--- src/rtl/rv_macros.svh ---
`ifndef RV_MACROS_SVH
`define RV_MACROS_SVH

// Machine word
`define DATA_WIDTH 32

// Instruction memory, in words
`define IMEM_DEPTH 64
`define IMEM_AW    6

// Data memory, in words
`define DMEM_DEPTH 64
`define DMEM_AW    6

`define REG_A0 10 // x10, the a0 result register

`endif

--- src/rtl/data_mem.sv ---
`default_nettype none
`include "rv_macros.svh"

module data_mem (
    input  logic                   clk,
    input  logic [`DMEM_AW-1:0]    addr_i,    // Word address
    input  logic [`DATA_WIDTH-1:0] wr_data_i,
    input  logic                   wr_en_i,
    output logic [`DATA_WIDTH-1:0] rd_data_o
);

    logic [`DATA_WIDTH-1:0] mem [`DMEM_DEPTH];

    // Whole-word stores only
    always_ff @(posedge clk) begin
        if (wr_en_i) begin
            mem[addr_i] <= wr_data_i;
        end
    end

    assign rd_data_o = mem[addr_i]; // Load data same cycle

endmodule

`default_nettype wire

--- config.mk ---
export PLATFORM = sky130hd
export DESIGN_NAME = data_mem
export DESIGN_NICKNAME = d
export VERILOG_FILES = /design/src/rtl/data_mem.sv
export VERILOG_INCLUDE_DIRS = /design/src /design/src/rtl
export SDC_FILE = /design/constraint.sdc
export NUM_CORES = 2
export LEC_CHECK = 0
export BUFFER_PORTS_ARGS = -buffer_cell sky130_fd_sc_hd__buf_2
export CORE_AREA = 2 2 381 383
export CTS_CLUSTER_DIAMETER = 100
export DETAILED_ROUTE_END_ITERATION = 10
export DIE_AREA = 0 0 383 385
export PLACE_DENSITY_LB_ADDON = 0.15
export SYNTH_ARGS = -nofsm -noshare
export SYNTH_HDL_FRONTEND = slang
export SYNTH_SLANG_ARGS = --single-unit
--- constraint.sdc ---
create_clock -name clk -period 4.2 [get_ports clk]
set_input_delay 0.21 -clock clk [delete_from_list [all_inputs] [get_ports clk]]
set_output_delay 0.21 -clock clk [all_outputs]
set_load 0.02 [all_outputs]
# Word level (Yosys, flattened, before mapping)

Memory sizes are Yosys's and may differ from the RTL's.
Cells that the tools add are included.

Flip-flop bits (word level): 0
Memory bits (writable): 2,048
Input bits: 40
Output and inout port bits: 32
Memories kept: 1

Memory list:

| name | words | bits a word | read ports | clocked after Yosys merged registers in | write ports | RTL line       | text |
|---|---|---|---|---|---|---|---|
| mem  | 64    | 32          | 1          | 0                                       | 1           | data_mem.sv:12 | `` logic [`DATA_WIDTH-1:0] mem [`DMEM_DEPTH]; `` |

Muxes and demuxes: 2

Operators by type and width:

| kind             | count |
|---|---|
| 2-to-1 mux 1 bit | 2 |

# Longest topological paths before layout

Word-level depth: 2
Mapped depth: 13
Depth with buffers taken out: 6

# Worst setup path after synthesis

No wires, ideal clock.

Kind: input to register
Start: in addr_i[2]
End: mem mem[15][0] (netlist bit), enable pin
Setup time: 421 ps
Arrival time: 3,028 ps
Data required time: 3,779 ps
Setup slack: 751 ps
Stages: 8
Path buffers: 6
Path through: buf_2 buf_2 buf_2 buf_2 buf_2 buf_2 nand3_1 nor2_1

RTL lines:

| item        | RTL line       | text |
|---|---|---|
| from (decl) | data_mem.sv:6  | `` input logic [`DMEM_AW-1:0] addr_i, `` |
| to (decl)   | data_mem.sv:12 |  |

No word-level cell before the write port.

# Worst setup path after layout

Start: mem mem[20][9] (netlist bit)
End: out rd_data_o[9]

Longest elaborated chain between the ends: 1

RTL lines:

| item                      | RTL line      | text |
|---|---|---|
| memory read (64 x 32 bit) | n/a           |  |
| to (decl)                 | data_mem.sv:9 | `` output logic [`DATA_WIDTH-1:0] rd_data_o `` |

Every way passes these cells.

==> impl_metrics.ini <==
[finish]
top_register = mem
final_nets = 4488
fill_cells = 10100
drive_gt1_share_pct = 20.0
syn_to_final_growth_pct = 13.8
largest_register_ffs = 2048
utilization_pct = 62.3
design_area_mm2 = 0.0891
reg_top3 = mem x2048

[clocking]
ctsRootBufferMaster = clkbuf_16
cts_max_level = 4
path_clk_slew_ns = 0.06
cts_setup_buffers = 0
cts_tree = built
cts_buffers = 198
clock_sinks = 2048
cts_buffer_depth = 3

[min_path]
hp-class = in -> reg

[run_status]
outcome = finished clean

[sta]
finalCriticalPeriod_ns = 4.00
slew_violations = 0
fin_setup_tns_ns = 0
max-slew-margin-rel_pct = 12.7
fmaxAchievable_mhz = 250
tightest_slew_ns = 1.31
rsz0062_at_grt = false
hold_viol_final = 0
setup_viol = 0
post-route-period-util_pct = 95.3

[routing]
dr_wl_met3_um = 23700
vias_per_cell = 6.63
vias = 43300
met1Wirelength_um = 88500
wl_met2_um = 95200
drtIter0Drc = 6240
first_pass_iters = 6
routedWlPerCell_um = 32.5
drt-total-wl_um = 212000
drc = 0
routed.top_layer = met5
ant_nets = 0

[yosys]
yosys.area.top_type = edfxtp_1
async_reset_ff_share_pct = 0
synth_area_leaders = edfxtp_1, mux2i_1, mux4_2
yosys-top-cells-count = edfxtp_1, mux2i_1, a22oi_1
synth_cell_types = 55
ys_warn_count = 0
synth-seq-area-share_pct = 78.6
synthFlopType = edfxtp_1
ys_ff_latch = 2048
yosysMostFrequentCell = edfxtp_1
syn_area_per_cell_um2 = 18.6
syn_area_mm2 = 0.0783
synth-edff-count = 2048
syn_inst = 4207
yosysTopAreaCellShare_pct = 78.6
synth.net_count = 4247

[power]
seq_power_share_pct = 53.9
leakagePower_nw = 28.8
vdd_drop_max_mv = 0.375
p_int_mw = 32.9
power_frac_clock_pct = 40.4
comb_power_share_pct = 5.7
p_sw_mw = 9.16
powerDensity_mw_per_mm2 = 472
switching_share_pct = 21.8

[critical_path]
crit_type = reg -> out
cp-endpoint = rd_data_o[9]
cp_slowest_cell = or4_1
cp_max_fo = 1
critPathCaptureType = output port
crit_chain = mux4_2, mux2i_1, nor2_1, or4b_1, or4_1, buf_2
cp_data_arrival_time_ns = 3.79
start_kind = flip-flop
cp_slowest_stage_delay_ns = 0.78
crit_start = mem[20][9]$_DFFE_PP_
crit_required_ns = 3.99

[global_route]
antenna_found_initial = 11
grt_pass1_wl_um = 303000
grt_remaining_overflow = 0
grt_pass1_vias = 41400
grt_max_degree = 100
grt_use_total_pct = 28.7

[floorplanning]
die_area_mm2 = 0.147
die_x_um = 383
core_mm2 = 0.143
die_h_um = 385
boundaryPins = 72
num_rows = 139
start_util_pct = 54.7

[placed_design]
io_buffers = 71
placed_area_mm2 = 0.0829
dp_hpwl_um = 125000
gp_congestion = 0.884

[run]
max_cap_viol_count = 0
-- routing by layer --
| layer | GRT usage, % | vias up |
|---|---|---|
| met5 | 0 | - |
| met4 | 7.00 | 4 |
| met3 | 7.34 | 279 |
| met2 | 42.2 | 2327 |
| met1 | 43.3 | 22600 |
| li1 | - | 18000 |
-- placed cells by master (no fill, tap or decap), types with 19 or more instances in the layout --
master     synthesis  final
clkinv_2           0     35
o22ai_1           93     93
nand2_1           28     27
o21ai_0           84     84
and3_1            85     85
edfxtp_1        2048   2048
buf_4              8    211
a221oi_1         175    175
a21oi_1          121    121
nor2_4             0     67
mux2_2           147    147
clkbuf_16          0    202
clkinv_1           0     46
a31oi_1           43     43
buf_12             3     49
nor2_1           145     77
nor3_1            22     19
mux4_2            96     96
nand3_1           54     53
a22oi_1          188    188
a22o_1            66     66
buf_2             83     68
mux2i_1          259    259
o22a_1            70     70
clkbuf_1         168     59
-- worst min-delay path by stage --
stage / startpoint / end / slack [ns] / depth (start not counted)
2_1_floorplan: wr_data_i[0] / mem[0][0]$_DFFE_PP_ / 0.31 / 0
3_3_place_gp: wr_data_i[27] / mem[28][27]$_DFFE_PP_ / 0.57 / 1
3_5_place_dp: wr_data_i[27] / mem[25][27]$_DFFE_PP_ / 0.59 / 1
4_1_cts: wr_data_i[14] / mem[48][14]$_DFFE_PP_ / 0.01 / 1
5_1_grt: wr_data_i[14] / mem[50][14]$_DFFE_PP_ / 0.03 / 1
6_report: wr_data_i[14] / mem[50][14]$_DFFE_PP_ / 0.03 / 1
-- power groups by stage --
stage | Combinational [mW] | Sequential (mW) | Clock [mW]
2_1_floorplan | 1.17 | 23.1 | 0
3_5_place_dp | 2.37 | 23.1 | 0
3_3_place_gp | 2.34 | 23.1 | 0
6_report | 2.41 | 22.7 | 17.0
5_1_grt | 2.53 | 22.7 | 17.9
4_1_cts | 2.39 | 22.7 | 17.2
-- logic make-up (layout without fill, tap and decap cells) --
kind of cell | after synthesis | after routing | share of synthesized area (%)
AOI/OAI and AO/OA | 933 | 933 | 8.73
buffers and inverters | 300 | 708 | 1.70
DFF | 2048 | 2048 | 78.6
muxes | 502 | 502 | 8.19
other | 0 | 6 | 0
and+or+nand+nor | 424 | 424 | 2.83
-- stage by stage --
stage / total power, mW / setup slack (ns) / std cells / hold WS (ns)
CTS: 42.2 / 0.176 / 6518 / 0.0109
floorplan: 24.3 / 0.751 / 4207 / 0.309
global placement: 25.4 / 0.407 / 6143 / 0.574
detailed placement: 25.5 / 0.406 / 6143 / 0.586
finish: 42.1 / 0.196 / 6524 / 0.0341
global route: 43.1 / 0.110 / 6520 / 0.0297
-- worst max-delay path, delay by kind of cell, from the launching register on --
kind          cells  cell delay (ns)
flops             1             0.37
simple gates      3             1.60
mux               2             0.76
buf+inv           1             0.25
-- layout make-up --
type | instances | area (um^2) | share of cell area [%]
flip-flops and latches | 2048 | 61500 | 69.0
diodes | 6 | 15.0 | 0.0168
well taps | 1903 | 2380 | 2.67
inverters | 2 | 15.0 | 0.0168
repair buffers | 339 | 3030 | 3.40
multi-input cells | 1859 | 16000 | 18.0
clock buffers | 261 | 5280 | 5.92
clock inverters | 106 | 866 | 0.971
-- repair_timing --
item                                    CTS  global route
hold buffers                              8             0
gates resized for setup                   0             0
hold endpoints to repair                202             0
endpoints found under the setup margin    0             0
Power figures use the tool's default switching activity.
