File: src/rtl/rv_macros.svh
`ifndef RV_MACROS_SVH
`define RV_MACROS_SVH

// Machine word
`define DATA_WIDTH 32

// Instruction memory, in words
`define IMEM_DEPTH 64
`define IMEM_AW    6

// Data memory, in words
`define DMEM_DEPTH 64
`define DMEM_AW    6

`define REG_A0 10 // x10, the a0 result register

`endif

File: src/rtl/rv_pkg.sv
`default_nettype none

package rv_pkg;

    // Major opcodes of the supported subset
    typedef enum logic [6:0] {
        OPC_OP     = 7'b0110011,
        OPC_OP_IMM = 7'b0010011,
        OPC_LOAD   = 7'b0000011,
        OPC_STORE  = 7'b0100011,
        OPC_BRANCH = 7'b1100011,
        OPC_JAL    = 7'b1101111,
        OPC_JALR   = 7'b1100111,
        OPC_LUI    = 7'b0110111,
        OPC_AUIPC  = 7'b0010111
    } opcode_e;

    typedef enum logic [3:0] {
        ALU_ADD, ALU_SUB, ALU_AND, ALU_OR, ALU_XOR,
        ALU_SLT, ALU_SLL, ALU_SRL,
        ALU_PASS_B // second operand straight through
    } alu_op_e;

    // Field layouts, MSB first
    typedef struct packed {
        logic [6:0] funct7;
        logic [4:0] rs2;
        logic [4:0] rs1;
        logic [2:0] funct3;
        logic [4:0] rd;
        opcode_e    opcode;
    } r_fmt_t;

    typedef struct packed {
        logic [11:0] imm;
        logic [4:0]  rs1;
        logic [2:0]  funct3;
        logic [4:0]  rd;
        opcode_e     opcode;
    } i_fmt_t;

    typedef struct packed {
        logic [6:0] imm_hi; // imm[11:5]
        logic [4:0] rs2;
        logic [4:0] rs1;
        logic [2:0] funct3;
        logic [4:0] imm_lo; // imm[4:0]
        opcode_e    opcode;
    } s_fmt_t;

    // Scrambled branch offset, bit 0 implied zero
    typedef struct packed {
        logic       imm_12;
        logic [5:0] imm_10_5;
        logic [4:0] rs2;
        logic [4:0] rs1;
        logic [2:0] funct3;
        logic [3:0] imm_4_1;
        logic       imm_11;
        opcode_e    opcode;
    } b_fmt_t;

    typedef struct packed {
        logic [19:0] imm; // imm[31:12]
        logic [4:0]  rd;
        opcode_e     opcode;
    } u_fmt_t;

    typedef struct packed {
        logic       imm_20;
        logic [9:0] imm_10_1;
        logic       imm_11;
        logic [7:0] imm_19_12;
        logic [4:0] rd;
        opcode_e    opcode;
    } j_fmt_t;

    // One instruction word, six readings
    typedef union packed {
        r_fmt_t      r;
        i_fmt_t      i;
        s_fmt_t      s;
        b_fmt_t      b;
        u_fmt_t      u;
        j_fmt_t      j;
        logic [31:0] raw;
    } rv_instr_u;

endpackage

`default_nettype wire

File: src/rtl/register_file.sv
`default_nettype none
`include "rv_macros.svh"

module register_file import rv_pkg::*; (
    input  logic                   clk,
    input  logic                   reset_i,
    input  logic [4:0]             rs1_addr_i,
    input  logic [4:0]             rs2_addr_i,
    input  logic [4:0]             rd_addr_i,
    input  logic [`DATA_WIDTH-1:0] rd_data_i,
    input  logic                   wr_en_i,
    output logic [`DATA_WIDTH-1:0] rs1_data_o,
    output logic [`DATA_WIDTH-1:0] rs2_data_o,
    output logic [`DATA_WIDTH-1:0] a0_o        // Result tap
);

    logic [`DATA_WIDTH-1:0] regs [32];

    always_ff @(posedge clk) begin
        if (reset_i) begin
            for (int k = 0; k < 32; k++) begin
                regs[k] <= '0;
            end
        end else if (wr_en_i && rd_addr_i != 5'd0) begin // x0 never written
            regs[rd_addr_i] <= rd_data_i;
        end
    end

    // Reads see the value before this edge's write
    assign rs1_data_o = regs[rs1_addr_i];
    assign rs2_data_o = regs[rs2_addr_i];
    assign a0_o       = regs[`REG_A0];

endmodule

`default_nettype wire

File: config.mk
export PLATFORM = sky130hd
export DESIGN_NAME = register_file
export DESIGN_NICKNAME = d
export VERILOG_FILES = /design/src/rtl/rv_pkg.sv /design/src/rtl/register_file.sv
export VERILOG_INCLUDE_DIRS = /design/src /design/src/rtl
export SDC_FILE = /design/constraint.sdc
export NUM_CORES = 2
export LEC_CHECK = 0
export ABC_CLOCK_PERIOD_IN_PS = 1650
export BUFFER_PORTS_ARGS = -buffer_cell sky130_fd_sc_hd__clkbuf_2
export CORE_MARGIN = 2
export CORE_UTILIZATION = 50
export CTS_BUF_LIST = sky130_fd_sc_hd__clkbuf_16
export CTS_CLUSTER_DIAMETER = 40
export DETAILED_ROUTE_END_ITERATION = 10
export GPL_ROUTABILITY_DRIVEN = 0
export PLACE_DENSITY = 0.69
export REMOVE_ABC_BUFFERS = 1
export SLEW_MARGIN = 25
export SYNTH_ARGS = -nofsm -noshare
export SYNTH_HDL_FRONTEND = slang
export SYNTH_SLANG_ARGS = --single-unit
File: constraint.sdc
create_clock -name clk -period 1.65 [get_ports clk]
set_input_delay 0.0825 -clock clk [delete_from_list [all_inputs] [get_ports clk]]
set_output_delay 0.0825 -clock clk [all_outputs]
set_load 0.1 [all_outputs]
; ---- Yosys cells after proc, flatten, opt, wreduce, memory -nomap -nowiden
; Memories as Yosys holds them, arrays and structs flattened.
; Index checks and enable logic that the tools add are counted.
[classes]
mux = 8
n_reduce_logical = 3
[ops]
columns = operator, n
row1 = 32-bit 2-to-1 mux, 1
row2 = 32-bit OR reduction, 1
row3 = 1-bit 2-to-1 mux, 6
row4 = 5-bit 2-to-1 mux, 1
row5 = 5-bit nonzero test, 1
row6 = 1-bit logical AND, 1
[word_totals]
ff_bits = 0
ramBits = 1024
input_bits = 50
out_inout_bits = 96
word_cells = 12
mem_count = 1
[mem_list]
columns = name, words, word_bits, read_ports, rd_ports_with_merged_regs, wr, line
row1 = regs, 32, 32, 3, 0, 32, register_file.sv:17  ; logic [`DATA_WIDTH-1:0] regs [32];

; ---- Logic depth before layout (Yosys ltp)
[depth]
ltp_word = 7
mapped_depth = 8
depth_no_buf = 5

; ---- Worst setup path after synthesis
; Ideal clock, no wire load.
[synth_timing]
kind = reg2out
from = mem regs[10][0] (netlist bit)
to = out rs1_data_o[0]
arrival_ps = 2144
required_ps = 1567
path_slack_ps = -576
stages_incl_launch_ff = 5
n_path_buf = 0
cell_sequence = edfxtp_1 > mux2i_1 > a22oi_1 > nand3_1 > nand3_1
[synth_rtl]
columns = item, line
row1 = from (decl), register_file.sv:17
row2 = to (decl), register_file.sv:12  ; output logic [`DATA_WIDTH-1:0] rs1_data_o,

==> summary.txt <==
Run status
  • Status: finished with violations
  • Failing checks: negative setup slack

Drt
  • Drt initial violations: 5031
  • ANT nets after route: 0
  • Met3 wire length: 17.7 mm
  • Final WL: 190 mm
  • Wire per inst: 29.0 um
  • 1st-pass router iterations: 6
  • Routed vias/inst: 6.22
  • Total number of vias: 40800
  • Met1 wire length: 74.0 mm
  • Top Layer Used: met5
  • Residual DRC: 0
  • WL met2: 88.9 mm

Timing
  • RSZ-0062 raised after global routing: true
  • Min cycle time layout: 2460 ps
  • Final Worst Setup Slack: -807 ps
  • Worst Max-Slew Pin Slew: 812 ps
  • Relative slew slack: 0.459
  • Sum Neg Setup Slack: -41160 ps
  • Crit share post-route: 1.49
  • Fmax: 0.407 GHz
  • Setup Viol. Count Final: 64
  • Pins over their slew limit: 0
  • Hold_ws: 86.7 ps
  • Hold Vio Cnt, Final: 0

Clock network
  • CTS tree: built
  • Clock-pin slew on the worst setup and hold paths: 50 ps
  • Clk sinks: 1024
  • Root buffer cell: clkbuf_16
  • CTS buffer count: 149
  • Clock buffer depth: 3
  • H-tree levels: 4

Placement
  • Dpl cells: 6325
  • IO Port Bufs: 145
  • Place WS: -870 ps
  • Hpwl dp: 125 mm

Pwr
  • Overall Power: 75100 uW
  • PwrDens: 1080 mW/mm^2
  • Max VDD drop: 0.886 mV
  • Int Pwr: 54000 uW
  • P_sw: 21100 uW
  • Comb pwr share: 0.162
  • Sequential Power Share: 0.412
  • Net Sw Frac: 0.281
  • P_leak: 0.0279 uW
  • Clock power share: 0.426

Synth
  • Ys flop type: edfxtp_1
  • Synth warnings: 0
  • Syn_area_per_cell: 12.2 um^2
  • Mapped Cells: 4605
  • FF+latch count, synth: 1024
  • Sequential share of the synthesized area: 0.548
  • Post-synthesis cell type count: 30
  • Synthesized area: 0.0561 mm^2
  • Post-synth EDFFs: 1024
  • Synth async-reset ratio: 0

Finish
  • Max reg flops: 1024
  • FF/Latch Area: 0.0307 mm^2
  • Layout area overhead: 24.4%
  • Post-Layout Cell Count: 6566
  • Most frequent cells in the layout: edfxtp_1, mux2i_1, and2_1
  • Regs by FF count: regs x1024
  • Fillers: 8339
  • Area of the multi-input gates: 0.0251 mm^2
  • Most flop-heavy register: regs
  • Final #Nets: 4999
  • Layout cells sized above 1: 0.221
  • Most common cell after layout, fill and taps aside: edfxtp_1

Floorplanning
  • Initial core utilization: 0.506
  • Die H: 339 um
  • Die area: 0.115 mm^2
  • # IOs: 146
  • Die width: 339 um
  • Num rows: 122
  • Core area: 0.111 mm^2

Global route
  • First-pass GRT wire length: 276 mm
  • Total grt overflow: 0
  • Initial antenna violation count: 11
  • Largest net degree at the start of global routing: 63
  • All-Layer GR Usage: 0.326
  • Vias in the first global route: 41100

Critical path
  • CP Data Required Time: 1570 ps
  • Crit-path cells: mux2i_1 > a22o_1 > nor3_2 > a31oi_1 > buf_4 > nand3_4 > buf_12
  • Critical path class: reg -> out
  • Delay of the slowest critical-path stage: 380 ps
  • Worst Setup End Kind: primary output
  • CP Launch Type: flop
  • Crit Path Max Fanout: 2
  • Slowest cell on crit path: edfxtp_1
  • CP arrival: 2370 ps
  • Critical Path Sink: rs2_data_o[18]
  • Critical Path Start: regs[2][18]

Hold path
  • Min-delay worst type: in -> reg
  • Hold Startpoint: rd_data_i[13]

Run
  • Max Cap Viol: 0
worst max-delay path: cells and delay by family (launching register included):
family / cells / cell delay [ps]
buffers and inverters: 2 / 390
multiplexers: 1 / 210
flip-flops: 1 / 380
AO/OA/AOI/OAI: 2 / 490
AND/OR/NAND/NOR: 2 / 160
synth_stat cells, types with 4 or more instances:
cell / count / share of area
buf_2: 48 / 0.0043
nand2_1: 195 / 0.013
clkbuf_2: 56 / 0.0050
nand2b_1: 5 / 0.00056
a22oi_1: 192 / 0.026
and2_1: 994 / 0.11
buf_6: 46 / 0.0092
nor2_4: 7 / 0.0014
clkbuf_4: 4 / 0.00053
buf_4: 65 / 0.0087
a22o_1: 128 / 0.020
a21oi_1: 192 / 0.017
mux2i_1: 1024 / 0.18
nor2_2: 9 / 0.0010
nand3_1: 193 / 0.017
edfxtp_1: 1024 / 0.55
clkbuf_1: 204 / 0.014
or2_2: 33 / 0.0037
a31oi_1: 64 / 0.0071
nor2_1: 19 / 0.0013
nor2b_1: 5 / 0.00056
buf_1: 23 / 0.0015
nor3_1: 64 / 0.0057
through the flow:
stage | cell area, um^2 | utilization
2_1_floorplan | 53800 | -
3_3_place_gp | 62900 | 0.567
4_1_cts | 69700 | 0.628
6_report | 69800 | 0.629
5_1_grt | 69800 | 0.629
3_5_place_dp | 62900 | 0.567
what timing repair did:
action | in CTS | in global routing
hold endpoints to repair | 1 | 0
pin swaps | 101 | 97
hold buffers | 1 | 0
buffers inserted | 8 | 4
resized for setup | 316 | 49
setup endpoints to repair | 96 | 67
worst min-delay path by stage:
stage	endpoint	slack (ps)	depth (start not counted)
3_3_place_gp	regs[0][15]	660	2
2_1_floorplan	regs[0][0]	190	0
5_1_grt	regs[11][13]	110	2
6_report	regs[8][13]	90	2
3_5_place_dp	regs[0][15]	660	2
4_1_cts	regs[8][13]	50	2
logic make-up (layout without fill, tap and decap cells):
family | count (synthesis) | count (layout) | share of synthesized area
multiplexers | 1024 | 1024 | 0.183
AND/OR/NAND/NOR | 1534 | 1534 | 0.157
flip-flops | 1024 | 1024 | 0.548
other | 1 | 37 | 0.0000668
buffers and inverters | 446 | 883 | 0.0429
AO/OA/AOI/OAI | 576 | 576 | 0.0699
layout make-up:
cell class	count	share of cell area
flip-flops and latches	1024	0.440
multi-input cells	3166	0.359
repair buffers	608	0.101
clock buffers	154	0.0552
well taps	1488	0.0267
clock inverters	121	0.0171
diodes	5	0.000179
power by group through the flow:
stage                     Sequential (uW)  Clock, uW  Combinational, uW
after floorplan                     31400          0               5400
after global placement              31300          0              11100
after detailed placement            31400          0              11200
after CTS                           30900      32200              11900
after global routing                31100      33300              12500
final                               31000      32000              12100
metal layers:
metal  up-vias  GRT usage
li1      17600          -
met3       456     0.0536
met1     20400      0.432
met5         -          0
met2      2375      0.517
met4         6      0.167
Note: power is estimated with default switching activity, not from simulation.
