==> src/rtl/rv_macros.svh <==
`ifndef RV_MACROS_SVH
`define RV_MACROS_SVH

// Machine word
`define DATA_WIDTH 32

// Instruction memory, in words
`define IMEM_DEPTH 64
`define IMEM_AW    6

// Data memory, in words
`define DMEM_DEPTH 64
`define DMEM_AW    6

`define REG_A0 10 // x10, the a0 result register

`endif

==> src/rtl/rv_pkg.sv <==
`default_nettype none

package rv_pkg;

    // Major opcodes of the supported subset
    typedef enum logic [6:0] {
        OPC_OP     = 7'b0110011,
        OPC_OP_IMM = 7'b0010011,
        OPC_LOAD   = 7'b0000011,
        OPC_STORE  = 7'b0100011,
        OPC_BRANCH = 7'b1100011,
        OPC_JAL    = 7'b1101111,
        OPC_JALR   = 7'b1100111,
        OPC_LUI    = 7'b0110111,
        OPC_AUIPC  = 7'b0010111
    } opcode_e;

    typedef enum logic [3:0] {
        ALU_ADD, ALU_SUB, ALU_AND, ALU_OR, ALU_XOR,
        ALU_SLT, ALU_SLL, ALU_SRL,
        ALU_PASS_B // second operand straight through
    } alu_op_e;

    // Field layouts, MSB first
    typedef struct packed {
        logic [6:0] funct7;
        logic [4:0] rs2;
        logic [4:0] rs1;
        logic [2:0] funct3;
        logic [4:0] rd;
        opcode_e    opcode;
    } r_fmt_t;

    typedef struct packed {
        logic [11:0] imm;
        logic [4:0]  rs1;
        logic [2:0]  funct3;
        logic [4:0]  rd;
        opcode_e     opcode;
    } i_fmt_t;

    typedef struct packed {
        logic [6:0] imm_hi; // imm[11:5]
        logic [4:0] rs2;
        logic [4:0] rs1;
        logic [2:0] funct3;
        logic [4:0] imm_lo; // imm[4:0]
        opcode_e    opcode;
    } s_fmt_t;

    // Scrambled branch offset, bit 0 implied zero
    typedef struct packed {
        logic       imm_12;
        logic [5:0] imm_10_5;
        logic [4:0] rs2;
        logic [4:0] rs1;
        logic [2:0] funct3;
        logic [3:0] imm_4_1;
        logic       imm_11;
        opcode_e    opcode;
    } b_fmt_t;

    typedef struct packed {
        logic [19:0] imm; // imm[31:12]
        logic [4:0]  rd;
        opcode_e     opcode;
    } u_fmt_t;

    typedef struct packed {
        logic       imm_20;
        logic [9:0] imm_10_1;
        logic       imm_11;
        logic [7:0] imm_19_12;
        logic [4:0] rd;
        opcode_e    opcode;
    } j_fmt_t;

    // One instruction word, six readings
    typedef union packed {
        r_fmt_t      r;
        i_fmt_t      i;
        s_fmt_t      s;
        b_fmt_t      b;
        u_fmt_t      u;
        j_fmt_t      j;
        logic [31:0] raw;
    } rv_instr_u;

endpackage

`default_nettype wire

==> src/rtl/fetch_unit.sv <==
`default_nettype none
`include "rv_macros.svh"

module fetch_unit import rv_pkg::*; (
    input  logic                   clk,
    input  logic                   reset_i,
    input  logic                   take_branch_i,  // Branch taken or jump
    input  logic [`DATA_WIDTH-1:0] pc_target_i,
    input  logic                   imem_wr_en_i,   // Program load port
    input  logic [`IMEM_AW-1:0]    imem_wr_addr_i,
    input  logic [`DATA_WIDTH-1:0] imem_wr_data_i,
    output logic [`DATA_WIDTH-1:0] pc_o,
    output logic [`DATA_WIDTH-1:0] pc_plus4_o,
    output rv_instr_u              instr_o
);

    logic [`DATA_WIDTH-1:0] imem [`IMEM_DEPTH];
    logic [`DATA_WIDTH-1:0] pc_next;

    assign pc_plus4_o = pc_o + `DATA_WIDTH'(4);
    assign pc_next    = take_branch_i ? pc_target_i : pc_plus4_o; // No bubble on redirect

    // PC moves every edge
    always_ff @(posedge clk) begin
        if (reset_i) begin
            pc_o <= '0; // Restart at word 0
        end else begin
            pc_o <= pc_next;
        end
    end

    // Loader only writes while the core is held in reset
    always_ff @(posedge clk) begin
        if (reset_i && imem_wr_en_i) begin
            imem[imem_wr_addr_i] <= imem_wr_data_i;
        end
    end

    // Asynchronous read by word address
    assign instr_o = imem[pc_o[`IMEM_AW+1:2]];

endmodule

`default_nettype wire

==> config.mk <==
export PLATFORM = sky130hd
export DESIGN_NAME = fetch_unit
export DESIGN_NICKNAME = d
export VERILOG_FILES = /design/src/rtl/rv_pkg.sv /design/src/rtl/fetch_unit.sv
export VERILOG_INCLUDE_DIRS = /design/src /design/src/rtl
export SDC_FILE = /design/constraint.sdc
export NUM_CORES = 2
export LEC_CHECK = 0
export BUFFER_PORTS_ARGS = -buffer_cell sky130_fd_sc_hd__buf_4
export CAP_MARGIN = 20
export CORE_ASPECT_RATIO = 1.5
export CORE_MARGIN = 8
export CORE_UTILIZATION = 53
export DETAILED_ROUTE_END_ITERATION = 8
export PLACE_DENSITY = 0.81
export SLEW_MARGIN = 20
export SYNTH_ARGS = -nofsm -noshare
export SYNTH_HDL_FRONTEND = slang
export SYNTH_SLANG_ARGS = --single-unit
==> constraint.sdc <==
create_clock -name clk -period 4.31 [get_ports clk]
set_input_delay 0.2155 -clock clk [delete_from_list [all_inputs] [get_ports clk]]
set_output_delay 0.2155 -clock clk [all_outputs]
set_load 0.005 [all_outputs]
======== Yosys cells after proc, flatten, opt, wreduce, memory -nomap -nowiden ========
Memory sizes are Yosys's and may differ from the RTL's. A register that Yosys moved wholly into a read port is not among the register bits.
Index checks and enable logic that the tools add are counted.
word-level totals
  flip-flop bits (word level) ............. 32
  bits in writable memories ............... 2048
  output and inout bits ................... 96
  logic and storage cells ................. 8
  memories kept ........................... 1
memories
  memory  depth  bits a word  read ports  clocked after memory_dff  wr ports  RTL line          text
  imem    64     32           1           1                         1         fetch_unit.sv:17  logic [`DATA_WIDTH-1:0] imem [`IMEM_DEPTH];
cells by class
  add/subtract/negate cells ............... 1
  multiplexer cells ....................... 4
  reduce and logical (&&, ||, !) cells .... 1
operator list
  operator                                                          count
  32-bit by 3-bit adder with 32-bit output (second input constant)  1
  32-bit 2-to-1 mux                                                 1
  6-bit 2-to-1 mux                                                  1
  1-bit 2-to-1 mux                                                  2
  1-bit logical AND                                                 1

======== Longest topological paths before layout ========
  depth in word-level cells ............... 3
  gate-level depth with buffers ........... 10
  gate-level depth less buffers ........... 6

======== Worst setup path after synthesis ========
Ideal clock, no wire load.
  path type ............................... input to register
  start point ............................. input port imem_wr_addr_i[4]
  end point ............................... memory imem[48][0] (netlist bit) (enable)
  data arrival time ....................... 2.985 ns
  path slack .............................. 0.864 ns
  stages on the path ...................... 5
  cells stage by stage .................... clkbuf_1 -> nand2_1 -> nor3_1 -> nand2b_1 -> nor3_1
RTL lines
  item             RTL line          text
  start, declared  fetch_unit.sv:10  input logic [`IMEM_AW-1:0] imem_wr_addr_i,
  end, declared    fetch_unit.sv:17
No word-level cell before the write port.

==> results.json <==
{
  "outcome": "finished clean",
  "routed_wl_mm": 222.7,
  "synthCells": 3544,
  "die_x_um": 332.6,
  "min_path_cells": 3,
  "grt_pass1_wl_mm": 313.6,
  "reg2reg_to": "pc_o[20]",
  "final_hold_viol_count": 0,
  "vdd_drop_max_v": 0.0004202,
  "p_per_area_mw_per_mm2": 446.4,
  "min_delay_worst_endpoint": "imem[53][0]",
  "drive_above_1_share": 0.2901,
  "cp.required_ns": 4.09,
  "fmax_ghz": 0.2337,
  "cp_max_fo": 27,
  "synth_edf_count": 2048,
  "rsz0062_at_grt": "false",
  "syn-cell-area_mm2": 0.07971,
  "synthDistinctLibCells": 62,
  "drtIter0Drc": 5741,
  "tightest_slew_ns": 1.121,
  "boundaryPins": 170,
  "cp-start-kind": "flip-flop",
  "r2r-start": "pc_o[3]",
  "place.gp.congestion": 0.8691,
  "routedWlPerCell_um": 36.83,
  "max_cap_viol_count": 0,
  "dp_hpwl_mm": 123.5,
  "slew_viol_final": 0,
  "comb_power_share": 0.071,
  "clockBufferDepth": 3,
  "ys_async_sr_fraction": 0,
  "ys.flop_type": "edfxtp_1",
  "seq_power_share": 0.551,
  "clk_latency_ns": 0.84,
  "switching_share": 0.2211,
  "final-setup-viol-count": 0,
  "synth_nets": 3619,
  "cts.clk_slew.worst_paths_ns": 0.07,
  "antenna_found_initial": 8,
  "grt_max_degree": 81,
  "die_y_um": 491.0,
  "timing.final.crit_period_ns": 4.280,
  "total_power_mw": 40.61,
  "gr-total-overflow": 0,
  "cts_tree": "done",
  "finClkSkew_ns": 0.03831,
  "dr.pass1.iters": 6,
  "hold_class": "input pin to flip-flop",
  "area_delta_synth_final_pct": 14.15,
  "port_buffers": 169,
  "layout_commonest_cell": "edfxtp_1",
  "core-area_mm2": 0.1496,
  "holdWs_ns": 0.1545,
  "power_switching_mw": 8.978,
  "antenna_left": 0,
  "tns_ns": 0,
  "yosysSeqAreaShare": 0.7796,
  "drc": 0,
  "reg2reg_setup_slack_ns": 0.69,
  "p_int_mw": 31.64,
  "hp-start": "imem_wr_addr_i[2]",
  "place_area_mm2": 0.08428,
  "ys_warn_count": 0,
  "cts_inserted_buffers": 172,
  "cts-root-buf": "clkbuf_16",
  "slew_headroom": 0.2512,
  "grt.total_usage": 0.2688,
  "rows": 174,
  "vias": 41660,
  "mostFrequentLayoutCells": "edfxtp_1, mux4_2, buf_4, clkbuf_16, dlygate4sd3_1",
  "clock_sinks": 2080,
  "postSynthAreaPerCell_um2": 22.49,
  "fin_nets": 4044,
  "crit_path_end_kind": "output pin",
  "start_util": 0.5329,
  "htree_levels": 4,
  "reg2reg_depth": 8,
  "first_global_vias": 43180,
  "die-area_mm2": 0.1633,
  "fin_crit_sh": 0.9930,
  "fin_util": 0.6084,
  "design_area_mm2": 0.09099,
  "leakagePower_nw": 28.18,
  "ys_ff_latch": 2080,
  "crit_arrival_ns": 4.06,
  "p_clk_frac": 0.378,
  "vias_per_cell": 6.888,
  "critPathKind": "flip-flop to output pin"
}
==> routing by layer <==
| metal | track usage | vias to the layer above | part of all wire |
|---|---|---|---|
| li1 | - | 15910 | - |
| met1 | 0.3120 | 21380 | 0.31 |
| met2 | 0.4492 | 3523 | 0.49 |
| met3 | 0.05653 | 835 | 0.11 |
| met4 | 0.1849 | 6 | 0.084 |
| met5 | 0 | - | 0.00017 |
==> worst max-delay path, stage by stage (launching register included) <==
cell      delay [ns]
dfxtp_4         0.65
buf_4           0.51
buf_4           0.36
mux4_2          0.36
o22ai_1         0.20
nor3_1          0.12
nor3_1          0.51
a221oi_1        0.20
buf_4           0.23
==> registers in the layout, indices dropped and copies added (netlist names) <==
name and count:
imem 2048, pc_o 32
==> synth_stat cells (6+ instances only) <==
| cell type | instances | area, um2 |
|---|---|---|
| buf_2 | 54 | 270.3 |
| a221o_1 | 7 | 70.07 |
| xnor2_1 | 14 | 122.6 |
| clkbuf_1 | 71 | 266.5 |
| o221ai_1 | 8 | 70.07 |
| mux2_2 | 9 | 101.4 |
| o21ai_0 | 15 | 75.07 |
| nor2b_1 | 14 | 87.58 |
| o21a_1 | 20 | 150.1 |
| buf_6 | 17 | 191.4 |
| a22oi_1 | 41 | 307.8 |
| mux2i_1 | 73 | 730.7 |
| buf_1 | 13 | 48.80 |
| xor2_1 | 14 | 122.6 |
| a31oi_1 | 6 | 37.54 |
| nand4_1 | 6 | 37.54 |
| or3_1 | 10 | 62.56 |
| o22ai_1 | 80 | 500.5 |
| edfxtp_1 | 2048 | 61500 |
| a21oi_1 | 29 | 145.1 |
| dfxtp_1 | 32 | 640.6 |
| a211oi_1 | 7 | 52.55 |
| inv_1 | 11 | 41.29 |
| a221oi_1 | 31 | 271.5 |
| nor4_1 | 7 | 43.79 |
| nand2b_1 | 17 | 106.4 |
| nor3_1 | 42 | 210.2 |
| nand3_1 | 22 | 110.1 |
| o211a_1 | 6 | 60.06 |
| mux4_2 | 512 | 11530 |
| nand2_1 | 69 | 259.0 |
| a211o_1 | 6 | 52.55 |
| buf_4 | 47 | 352.8 |
| o22a_1 | 11 | 96.34 |
| a22o_1 | 15 | 131.4 |
| nor2_1 | 113 | 424.2 |
==> power by group through the flow <==
stage | clock network, mW | registers (mW) | logic, mW
after global routing | 16.1 | 22.4 | 2.99
final | 15.4 | 22.4 | 2.89
after detailed placement | 0 | 22.8 | 2.69
after global placement | 0 | 22.8 | 2.63
after floorplan | 0 | 22.8 | 1.50
after CTS | 15.5 | 22.4 | 2.86
==> worst max path at each step <==
| stage | start | endpoint | cells after the start |
|---|---|---|---|
| after floorplan | imem_wr_addr_i[4] | imem[48][0] | 5 |
| after global placement | pc_o[2] | instr_o[9] | 9 |
| after detailed placement | pc_o[2] | instr_o[9] | 9 |
| after CTS | pc_o[4] | instr_o[13] | 8 |
| after global routing | pc_o[4] | instr_o[13] | 8 |
| final | pc_o[4] | instr_o[16] | 8 |
==> cells by family after synthesis <==
kind of cell	synth area share
DFF	0.7796
and+or+nand+nor	0.02014
AOI/OAI and AO/OA	0.02701
xor gates and xnor gates	0.003077
adders and majority gates	0.0001569
muxes	0.1551
buffers and inverters	0.01494
==> layout make-up <==
class | instances | area [um2]
flip-flops and latches | 2080 | 62160
fillers | 9399 | 58580
multi-input cells | 1250 | 16870
clock buffers | 206 | 4453
repair buffers | 454 | 4066
well taps | 1936 | 2422
clock inverters | 108 | 967.2
inverters | 11 | 41.29
diodes | 3 | 7.507
==> what timing repair did <==
action                                   CTS  global route
hold buffers                             118             0
pin swaps                                  0             0
endpoints found under the hold margin   2079             0
endpoints found under the setup margin     5             2
resized for setup                          1             2
setup buffers                              7             0
==> metrics by stage <==
step / instances / worst slack (ns)
after CTS: 6045 / 0.05264
after global routing: 6047 / 0.02187
after floorplan: 3544 / 0.8636
final: 6048 / 0.03037
after detailed placement: 5606 / 0.7997
after global placement: 5606 / 0.8137
No activity file was read; power rests on OpenSTA's default activity.
