==> config.mk <==
export PLATFORM = sky130hd
export DESIGN_NAME = execute_unit
export DESIGN_NICKNAME = d
export VERILOG_FILES = /design/src/rtl/rv_pkg.sv /design/src/rtl/execute_unit.sv
export VERILOG_INCLUDE_DIRS = /design/src /design/src/rtl
export SDC_FILE = /design/constraint.sdc
export NUM_CORES = 1
export LEC_CHECK = 0
export ABC_AREA = 1
export BUFFER_PORTS_ARGS = -buffer_cell sky130_fd_sc_hd__buf_2
export CAP_MARGIN = 20
export CORE_UTILIZATION = 45
export DETAILED_ROUTE_END_ITERATION = 10
export PLACE_DENSITY = 0.67
export SETUP_SLACK_MARGIN = 0.4
export SYNTH_ARGS = -nofsm -noshare
export SYNTH_HDL_FRONTEND = slang
export SYNTH_SLANG_ARGS = --single-unit
==> constraint.sdc <==
create_clock -name vclk -period 3.2
set_input_delay 0 -clock vclk [all_inputs]
set_output_delay 0 -clock vclk [all_outputs]
set_load 0.005 [all_outputs]
==> src/rtl/rv_macros.svh <==
`ifndef RV_MACROS_SVH
`define RV_MACROS_SVH

// Machine word
`define DATA_WIDTH 32

// Instruction memory, in words
`define IMEM_DEPTH 64
`define IMEM_AW    6

// Data memory, in words
`define DMEM_DEPTH 64
`define DMEM_AW    6

`define REG_A0 10 // x10, the a0 result register

`endif

==> src/rtl/rv_pkg.sv <==
`default_nettype none

package rv_pkg;

    // Major opcodes of the supported subset
    typedef enum logic [6:0] {
        OPC_OP     = 7'b0110011,
        OPC_OP_IMM = 7'b0010011,
        OPC_LOAD   = 7'b0000011,
        OPC_STORE  = 7'b0100011,
        OPC_BRANCH = 7'b1100011,
        OPC_JAL    = 7'b1101111,
        OPC_JALR   = 7'b1100111,
        OPC_LUI    = 7'b0110111,
        OPC_AUIPC  = 7'b0010111
    } opcode_e;

    typedef enum logic [3:0] {
        ALU_ADD, ALU_SUB, ALU_AND, ALU_OR, ALU_XOR,
        ALU_SLT, ALU_SLL, ALU_SRL,
        ALU_PASS_B // second operand straight through
    } alu_op_e;

    // Field layouts, MSB first
    typedef struct packed {
        logic [6:0] funct7;
        logic [4:0] rs2;
        logic [4:0] rs1;
        logic [2:0] funct3;
        logic [4:0] rd;
        opcode_e    opcode;
    } r_fmt_t;

    typedef struct packed {
        logic [11:0] imm;
        logic [4:0]  rs1;
        logic [2:0]  funct3;
        logic [4:0]  rd;
        opcode_e     opcode;
    } i_fmt_t;

    typedef struct packed {
        logic [6:0] imm_hi; // imm[11:5]
        logic [4:0] rs2;
        logic [4:0] rs1;
        logic [2:0] funct3;
        logic [4:0] imm_lo; // imm[4:0]
        opcode_e    opcode;
    } s_fmt_t;

    // Scrambled branch offset, bit 0 implied zero
    typedef struct packed {
        logic       imm_12;
        logic [5:0] imm_10_5;
        logic [4:0] rs2;
        logic [4:0] rs1;
        logic [2:0] funct3;
        logic [3:0] imm_4_1;
        logic       imm_11;
        opcode_e    opcode;
    } b_fmt_t;

    typedef struct packed {
        logic [19:0] imm; // imm[31:12]
        logic [4:0]  rd;
        opcode_e     opcode;
    } u_fmt_t;

    typedef struct packed {
        logic       imm_20;
        logic [9:0] imm_10_1;
        logic       imm_11;
        logic [7:0] imm_19_12;
        logic [4:0] rd;
        opcode_e    opcode;
    } j_fmt_t;

    // One instruction word, six readings
    typedef union packed {
        r_fmt_t      r;
        i_fmt_t      i;
        s_fmt_t      s;
        b_fmt_t      b;
        u_fmt_t      u;
        j_fmt_t      j;
        logic [31:0] raw;
    } rv_instr_u;

endpackage

`default_nettype wire

==> src/rtl/execute_unit.sv <==
`default_nettype none
`include "rv_macros.svh"

module execute_unit import rv_pkg::*; (
    input  logic [`DATA_WIDTH-1:0] pc_i,
    input  logic [`DATA_WIDTH-1:0] rs1_data_i,
    input  logic [`DATA_WIDTH-1:0] rs2_data_i,
    input  logic [`DATA_WIDTH-1:0] imm_i,
    input  alu_op_e                alu_op_i,
    input  logic                   src_a_pc_i,
    input  logic                   src_a_zero_i,
    input  logic                   src_b_imm_i,
    input  logic                   branch_i,
    input  logic                   jump_i,
    input  logic                   jalr_i,
    input  logic [2:0]             funct3_i,      // Branch kind
    output logic [`DATA_WIDTH-1:0] alu_result_o,
    output logic [`DATA_WIDTH-1:0] pc_target_o,
    output logic                   take_branch_o
);

    logic [`DATA_WIDTH-1:0] src_a, src_b;
    logic [`DATA_WIDTH-1:0] target_base, target_sum;
    logic                   cond;

    // Operand muxes
    assign src_a = src_a_zero_i ? '0 : (src_a_pc_i ? pc_i : rs1_data_i);
    assign src_b = src_b_imm_i ? imm_i : rs2_data_i;

    always_comb begin
        case (alu_op_i)
            ALU_ADD:    alu_result_o = src_a + src_b;
            ALU_SUB:    alu_result_o = src_a - src_b;
            ALU_AND:    alu_result_o = src_a & src_b;
            ALU_OR:     alu_result_o = src_a | src_b;
            ALU_XOR:    alu_result_o = src_a ^ src_b;
            ALU_SLT:    alu_result_o = {{(`DATA_WIDTH-1){1'b0}}, $signed(src_a) < $signed(src_b)};
            ALU_SLL:    alu_result_o = src_a << src_b[4:0]; // Low five bits only
            ALU_SRL:    alu_result_o = src_a >> src_b[4:0];
            ALU_PASS_B: alu_result_o = src_b;
            default:    alu_result_o = src_a + src_b;
        endcase
    end

    // Branch compare on the raw register values
    always_comb begin
        case (funct3_i)
            3'b000:  cond = (rs1_data_i == rs2_data_i);                  // BEQ
            3'b001:  cond = (rs1_data_i != rs2_data_i);                  // BNE
            3'b100:  cond = ($signed(rs1_data_i) < $signed(rs2_data_i)); // BLT
            3'b101:  cond = ($signed(rs1_data_i) >= $signed(rs2_data_i)); // BGE
            default: cond = 1'b0; // unsigned forms left out
        endcase
    end

    assign take_branch_o = jump_i | (branch_i & cond);

    // JALR jumps off rs1, everything else off the PC
    assign target_base = jalr_i ? rs1_data_i : pc_i;
    assign target_sum  = target_base + imm_i;
    assign pc_target_o = {target_sum[`DATA_WIDTH-1:1], target_sum[0] & ~jalr_i}; // Bit 0 cleared

endmodule

`default_nettype wire

After elaboration in Yosys (flattened, before gate mapping)

Index checks and enable logic that the tools add are counted.

Output and inout port bits: 65
Flip-flop bits (word level): 0
Logic and storage cells: 35
Bits of input ports: 141

Reduce and logical (&&, ||, !) cells: 1
Shifts and indexed selects: 2
Bitwise logic cells: 7
$add $sub $neg: 3
Magnitude comparators: 3
Multiplexer cells: 6
Equality and inequality tests: 13

Operators with widths:

| kind                                                                   | count |
|---|---|
| 32-bit case mux with 8 select lines                                    | 1 |
| 32-bit 2-to-1 mux                                                      | 4 |
| 32-bit adder                                                           | 2 |
| 32-bit less-than comparator                                            | 2 |
| 32-bit bitwise AND                                                     | 1 |
| 32-bit equality test                                                   | 1 |
| 32-bit greater-or-equal comparator                                     | 1 |
| 32-bit inequality test                                                 | 1 |
| 32-bit OR                                                              | 1 |
| 32-bit by 5-bit left shift with 32-bit output                          | 1 |
| 32-bit by 5-bit right shift with 32-bit output                         | 1 |
| 32-bit subtractor                                                      | 1 |
| 32-bit bitwise XOR                                                     | 1 |
| 4-bit by 3-bit equality test with 1-bit output (second input constant) | 4 |
| 4-bit by 2-bit equality test with 1-bit output (second input constant) | 2 |
| 3-bit equality test (second input constant)                            | 2 |
| 4-bit by 1-bit equality test with 1-bit output (second input constant) | 1 |
| 4-bit equality test (second input constant)                            | 1 |
| 1-bit case mux with 4 select lines                                     | 1 |
| 3-bit by 1-bit equality test with 1-bit output (second input constant) | 1 |
| 3-bit logical NOT                                                      | 1 |
| 1-bit bitwise AND                                                      | 2 |
| 1-bit inverter                                                         | 1 |
| 1-bit OR                                                               | 1 |

Depth between registers and ports, before layout

Gate-level depths: netlist (run 1).

Depth in word-level cells: 4
Gate-level depth with buffers: 22
Depth with buffers taken out: 20

Least setup slack after synthesis (run 1)

No wires, ideal clock.

Kind: in2out
From: in jalr_i
To: out pc_target_o[28]
Data arrival time: 2375 ps
Stages: 15
Path buffers: 2
Slack: 825 ps
Path through: clkbuf_1 > clkbuf_1 > nand2_1 > o21ai_0 > ha_1 > inv_1 > fa_1 > o21ai_1 > a21oi_1 > o21ai_1 > nand2_1 > nand2_1 > nand4_1 > nand2_1 > xor2_1

Word-level cells in the longest chain between the ends: 2

Ends and longest elaborated chain:

| what              | line               | RTL |
|---|---|---|
| from (decl)       | execute_unit.sv:15 | `input logic jalr_i,` |
| 32-bit 2-to-1 mux | execute_unit.sv:59 | `assign target_base = jalr_i ? rs1_data_i : pc_i;` |
| 32-bit adder      | execute_unit.sv:60 | `assign target_sum = target_base + imm_i;` |
| to (decl)         | execute_unit.sv:18 | `` output logic [`DATA_WIDTH-1:0] pc_target_o, `` |

Every way passes these cells.

Worst setup path after layout (run 1)

From: in src_b_imm_i
To: out alu_result_o[0]

Word-level cells in the longest chain between the ends: 3

Ends and longest elaborated chain:

| what                                  | line                                   | RTL |
|---|---|---|
| from (decl)                           | execute_unit.sv:12                     | `input logic src_b_imm_i,` |
| 32-bit 2-to-1 mux *                   | execute_unit.sv:28                     | `assign src_b = src_b_imm_i ? imm_i : rs2_data_i;` |
| 32-bit adder (tied with other cells)  | execute_unit.sv:32, execute_unit.sv:41 |  |
| 32-bit case mux with 8 select lines * | execute_unit.sv:31                     | `case (alu_op_i)` |
| to (decl)                             | execute_unit.sv:17                     | `` output logic [`DATA_WIDTH-1:0] alu_result_o, `` |

Mark *: on every way between the ends. The rest lies on a longest branch, timed or not.

==> flow_summary.ini, run 1 <==
[synth]
seq_area_frac_synth = 0
syn_area_um2 = 13190
syn-instance-count = 2596
yosys-top-cells-area = nand2_1 (24%), ha_1 (15%), nand3_1 (12%)
synth_top_cell_by_area = nand2_1
synthMuxAreaShare = 0.0007589
yosysMostFrequentCell = nand2_1
synth.avg_cell_area_um2 = 5.080
syn-num-nets = 2900
synth_commonest_cells = nand2_1 (828), inv_1 (383), nand3_1 (306), nor2_1 (189), a21oi_1 (167)
synth_compound_area_frac = 0.1991
ys_types = 50
yosys_warnings = 0
yosys.area.top_type_share = 0.2357
synthAdderAreaFrac = 0.1563
synth_xor_area_frac = 0.03453
yosys.area_share.simple = 0.4530
synth_top_family_by_area = simple AND/OR/NAND/NOR gates

[power]
power-per-cell-area_nw_per_um2 = 236.8
p_leak_nw = 8.962
internal-power_mw = 1.313
peakVddDrop_mv = 0.1264
power_frac_comb = 1.000
seq_power_share = 0
p_switching_mw = 2.484
p_clk_frac = 0
netSwitchingFraction = 0.6543

[setup_path]
endpoint_kind = output pin
critical_path_class = primary input to output pin
arrival_ns = 2.82
cp_slowest_cell = ha_4
worst_ep_required_time_ns = 3.20
cp_common_cell = nor2_1
cp_max_fo = 25
crit_path_cell_trace = buf_2 -> buf_12 -> clkbuf_16 -> o21ai_0 -> inv_1 -> ha_4 -> inv_1 -> a21oi_1 -> nand3_1 -> nor2_1 -> nand3_1 -> a21oi_1 -> buf_4 -> nor2_1 -> nor2_1 -> buf_2
worst-path-buf-inv = 7
max_stage_delay_ns = 0.37
critical-path-top-delay-family = buffers and inverters
crit_path_start_kind = primary input

[detailed_routing]
drt_iter0_markers = 2558
dr.pass1.iters = 6
vias = 19270
wl_per_cell_um = 21.36
via_per_inst = 5.977
postRouteAntennaNets = 0
wirelength_mm = 68.86
drc_errors = 0

[floorplanning]
initial_core_util = 0.4583
die_area_um2 = 30000
rows = 62
die_h_um = 173.2
die-width_um = 173.2
core_region_area_um2 = 28780
ios = 206

[layout]
finalInstanceArea_um2 = 16040
seq_cell_count = 0
layout.nets = 3144
drive_gt1_frac = 0.1836
clkbuf_count = 0
ff_latch_area_um2 = 0
area_delta_synth_final_pct = 21.59

[placed_design]
port_buffers = 206
gp_congestion = 1.151
dp_hpwl_mm = 56.82
place_area_um2 = 15100

[hold_path]
hp-class = primary input to output pin
whs_path_depth = 4
holdPathEnd = take_branch_o
worstHoldStart = jump_i

[sta]
tightest_slew_ns = 0.9877
report.final.slew_viol_count = 0
finalCritPeriodShare = 0.8817
hold_viol = 0
holdWs_ns = 0.2441
tns_ns = 0
period_needed_ns = 2.821
setup_viol = 0
timing.max_slew.rel_slack = 0.3408
rsz0062_at_grt = true
fmaxAchievable_mhz = 354.4

[global_routing]
grt_max_degree = 69
grt_pass1_vias = 17970
track_usage = 0.4323
overflow = 0
antenna_found_initial = 3
grt_first_pass_wirelength_mm = 100.9

[run]
maxCapViolations = 0

[status]
status = completed
routing by layer:
metal,vias up,wire [µm],global-route usage
li1,8926,-,-
met1,8720,26080,0.5434
met2,1355,30170,0.7031
met3,267,8257,0.08113
met4,2,4330,0.2190
met5,-,10,0
cells in the final DEF (no fill, tap or decap), types with 9 or more instances in the layout:
master,n
o21ai_4,10
ha_4,11
a21oi_1,146
o21ai_2,18
xor2_1,43
o21ai_1,29
nand2_2,15
buf_4,123
buf_2,205
nand3_1,283
nor2_2,12
inv_2,24
nor2_1,173
a21o_1,11
a21oi_2,20
inv_1,366
nand3_2,24
a221oi_1,17
o211ai_1,14
nand2_1,814
o22ai_1,18
nor3_1,19
nand3b_1,10
nand4_1,39
xnor2_1,9
o21ai_0,128
ha_1,142
o21bai_1,12
timing repair:
item	CTS	global route
resized for setup	83	135
gates cloned	0	4
buffers inserted	5	12
setup endpoints to repair	24	24
hold buffers	0	0
pin swaps	5	21
logic make-up after synthesis:
family	Yosys count
buffers and inverters	500
xor gates and xnor gates	52
and+or+nand+nor	1419
adders and majority gates	163
AOI/OAI and AO/OA	461
muxes	1
power groups by stage:
stage               logic (mW)  clock network [mW]  registers [mW]
finish                    3.80        0.0000000605               0
global route              4.08                   0               0
CTS                       3.49                   0               0
detailed placement        3.39                   0               0
global placement          3.38                   0               0
floorplan                 2.12                   0               0
metrics by stage:
step	std cells	utilization	worst slack, ns	power [mW]
after floorplan	2596	-	0.8254	2.116
after global placement	3201	0.5247	-0.006460	3.384
after global routing	3222	0.5570	0.3313	4.076
after detailed placement	3201	0.5247	0.005173	3.395
final	3224	0.5572	0.3786	3.797
after CTS	3206	0.5337	0.3134	3.488
how the worst max path moves through the flow:
stage | startpoint | end | cells after the start
2_1_floorplan | jalr_i | pc_target_o[28] | 15
6_report | src_b_imm_i | alu_result_o[0] | 16
3_3_place_gp | src_a_zero_i | alu_result_o[29] | 18
4_1_cts | src_a_zero_i | alu_result_o[29] | 19
3_5_place_dp | src_a_zero_i | alu_result_o[29] | 18
5_1_grt | src_a_zero_i | alu_result_o[27] | 18
final cells by class:
cell class                      count  area [µm²]
Antenna cell                        2       5.005
Multi-Input combinational cell   2097       11820
Inverter                          395        1501
Timing Repair inverter              1       8.758
Fill cell                        3177       12740
Timing Repair Buffer              345        2226
Tap cell                          384       480.5
Note: power is estimated with default switching activity, not from simulation.
==> run 2, diff against run 1 <==
--- a/config.mk
+++ b/config.mk
@@ -6,13 +6,12 @@
 export SDC_FILE = /design/constraint.sdc
 export NUM_CORES = 1
 export LEC_CHECK = 0
-export ABC_AREA = 1
 export BUFFER_PORTS_ARGS = -buffer_cell sky130_fd_sc_hd__buf_2
 export CAP_MARGIN = 20
 export CORE_UTILIZATION = 45
 export DETAILED_ROUTE_END_ITERATION = 10
-export PLACE_DENSITY = 0.67
-export SETUP_SLACK_MARGIN = 0.4
+export PLACE_DENSITY = 0.68
+export SETUP_SLACK_MARGIN = 0.02
 export SYNTH_ARGS = -nofsm -noshare
 export SYNTH_HDL_FRONTEND = slang
 export SYNTH_SLANG_ARGS = --single-unit
==> flow_summary.ini, run 2 <==
[sta]
setup_viol = 2
hold_viol = 0
rsz0062_at_grt = true
fmaxAchievable_mhz = 299.1
setup_ws_ns = -0.1438
report.final.slew_viol_count = 0
timing.max_slew.rel_slack = 0.2983
tns_ns = -0.1584
holdWs_ns = 0.2804
period_needed_ns = 3.344
finalCritPeriodShare = 1.045
tightest_slew_ns = 1.053

[setup_path]
critical_path_class = primary input to output pin
critPathLaunch = src_a_pc_i
worst_ep_required_time_ns = 3.20
crit_path_start_kind = primary input
cp_max_fo = 7
endpoint_kind = output pin
arrival_ns = 3.34

[power]
p_leak_nw = 7.720
peakVddDrop_mv = 0.1522
power-per-cell-area_nw_per_um2 = 238.1
total_power_mw = 3.898

[synth]
synth_top_cell_by_area = ha_1
ys_types = 93
yosys.area.top_type_share = 0.1742
syn-num-nets = 2030
yosys_warnings = 0
syn_area_um2 = 11490
synth_commonest_cells = nor2_1 (191), o21ai_0 (180), ha_1 (160), inv_1 (133), a21oi_1 (130)
syn-instance-count = 1726
yosysMostFrequentCell = nor2_1
yosys-top-cells-area = ha_1 (17%), mux2i_1 (9.5%), o21ai_0 (7.8%)
synth.avg_cell_area_um2 = 6.660
seq_area_frac_synth = 0

[run]
maxCapViolations = 0

[floorplanning]
die-width_um = 161.8
core_region_area_um2 = 25110
ios = 206
rows = 58
initial_core_util = 0.4578
die_h_um = 161.8
die_area_um2 = 26190

[layout]
multi_input_area_um2 = 11560
final_cell_mix = buf_4 (307), buf_2 (202), nor2_1 (171)
antenna_cells = 0
clkbuf_count = 0
layout_commonest_cell = buf_4
layout.nets = 2461
fill_cells = 2292
ff_latch_area_um2 = 0
finalInstanceArea_um2 = 16370
drive_gt1_frac = 0.3541
area_delta_synth_final_pct = 42.41
seq_cell_count = 0

[detailed_routing]
top_layer = met5
drt_iter0_markers = 1963
met1_length_mm = 23.12
wl_per_cell_um = 23.49
postRouteAntennaNets = 0
dr_wl_met2_mm = 24.01
wirelength_mm = 58.38
vias = 16100
via_per_inst = 6.477
drc_errors = 0
wl_met3_mm = 7.972
dr.pass1.iters = 8

[global_routing]
grt_pass1_vias = 14600
antenna_found_initial = 1
grt_max_degree = 69
track_usage = 0.4120
grt_first_pass_wirelength_mm = 83.84
overflow = 0

[status]
violations = negative setup slack
status = finished with violations

[hold_path]
whs_path_depth = 3
hp-class = primary input to output pin
holdPathEnd = take_branch_o
worstHoldStart = jump_i

[placed_design]
port_buffers = 206
dp_hpwl_mm = 46.06
dp_slack_ns = -0.3742
place_area_um2 = 14990
gp_congestion = 1.169
[run 2: cell types whose count changed in the layout (fill, tap and decap cells not counted), sizes merged, moves of 15 or more]
| cell | change |
|---|---|
| mux2i | +109 |
| nand4 | -24 |
| a21oi | -36 |
| mux2 | +46 |
| o31ai | +15 |
| inv | -257 |
| nand3 | -280 |
| a31oi | +17 |
| a211oi | +18 |
| xor2 | -34 |
| o221ai | +23 |
| buf | +199 |
| nand2 | -705 |
| a21o | +29 |
[run 2: cell type report]
| cell class | count | share of cell area |
|---|---|---|
| timing repair buffer | 543 | 0.2373 |
| multi-input combinational | 1475 | 0.7061 |
| tap | 330 | 0.02522 |
| inverter | 137 | 0.03141 |
[run 2: timing repair]
action                                 in CTS  in global routing
endpoints found under the hold margin       0                  0
pin swaps                                  27                 58
hold buffers                                0                  0
buffers inserted                            7                 17
setup endpoints to repair                  21                 28
cloned                                      2                  2
resized for setup                          67                161
[run 2: stage by stage]
stage,std cells,util
2_1_floorplan,1726,-
3_3_place_gp,2459,0.5969
3_5_place_dp,2459,0.5969
4_1_cts,2466,0.6139
5_1_grt,2485,0.6519
6_report,2485,0.6519
[run 2: worst max-delay path: stages]
cell and delay, ns:
buf_12 0.10, buf_12 0.14, buf_8 0.12, mux2i_1 0.19
nor2_1 0.09, ha_1 0.34, nand4_1 0.26, nor3_2 0.38
and3_1 0.27, o31ai_2 0.11, nand3_2 0.09, a31o_4 0.20
a31oi_4 0.10, o311a_1 0.34, buf_4 0.15, a21o_1 0.15
a32oi_1 0.16, buf_2 0.15
[run 2: worst max-delay path by stage]
stage                                   to  slack, ns
after floorplan           alu_result_o[16]       0.02
after global placement    alu_result_o[11]      -0.37
after detailed placement  alu_result_o[31]      -0.37
after CTS                 alu_result_o[29]      0.001
after global routing      alu_result_o[31]      -0.26
final                     alu_result_o[31]      -0.14
[run 2: cell families (layout without fill, tap and decap cells)]
| group | count (synthesis) | after routing | share of synthesized area |
|---|---|---|---|
| AOI/OAI and AO/OA | 657 | 657 | 0.3823 |
| xor gates and xnor gates | 29 | 29 | 0.02210 |
| buffers and inverters | 251 | 680 | 0.09045 |
| and+or+nand+nor | 470 | 470 | 0.1843 |
| muxes | 156 | 156 | 0.1415 |
| adders and majority gates | 163 | 163 | 0.1794 |
[run 2: metal layers]
layer / GRT usage / vias to the layer above
met5: 0 / -
met4: 0.1895 / 2
met3: 0.1057 / 232
met2: 0.6057 / 1174
met1: 0.5574 / 7397
li1: - / 7291
[run 2: power by group]
part           internal, mW  leakage [nW]  switching [mW]
Combinational          1.70          7.72            2.19
Clock                     0             0               0
Sequential                0             0               0
Total                  1.70          7.72            2.19
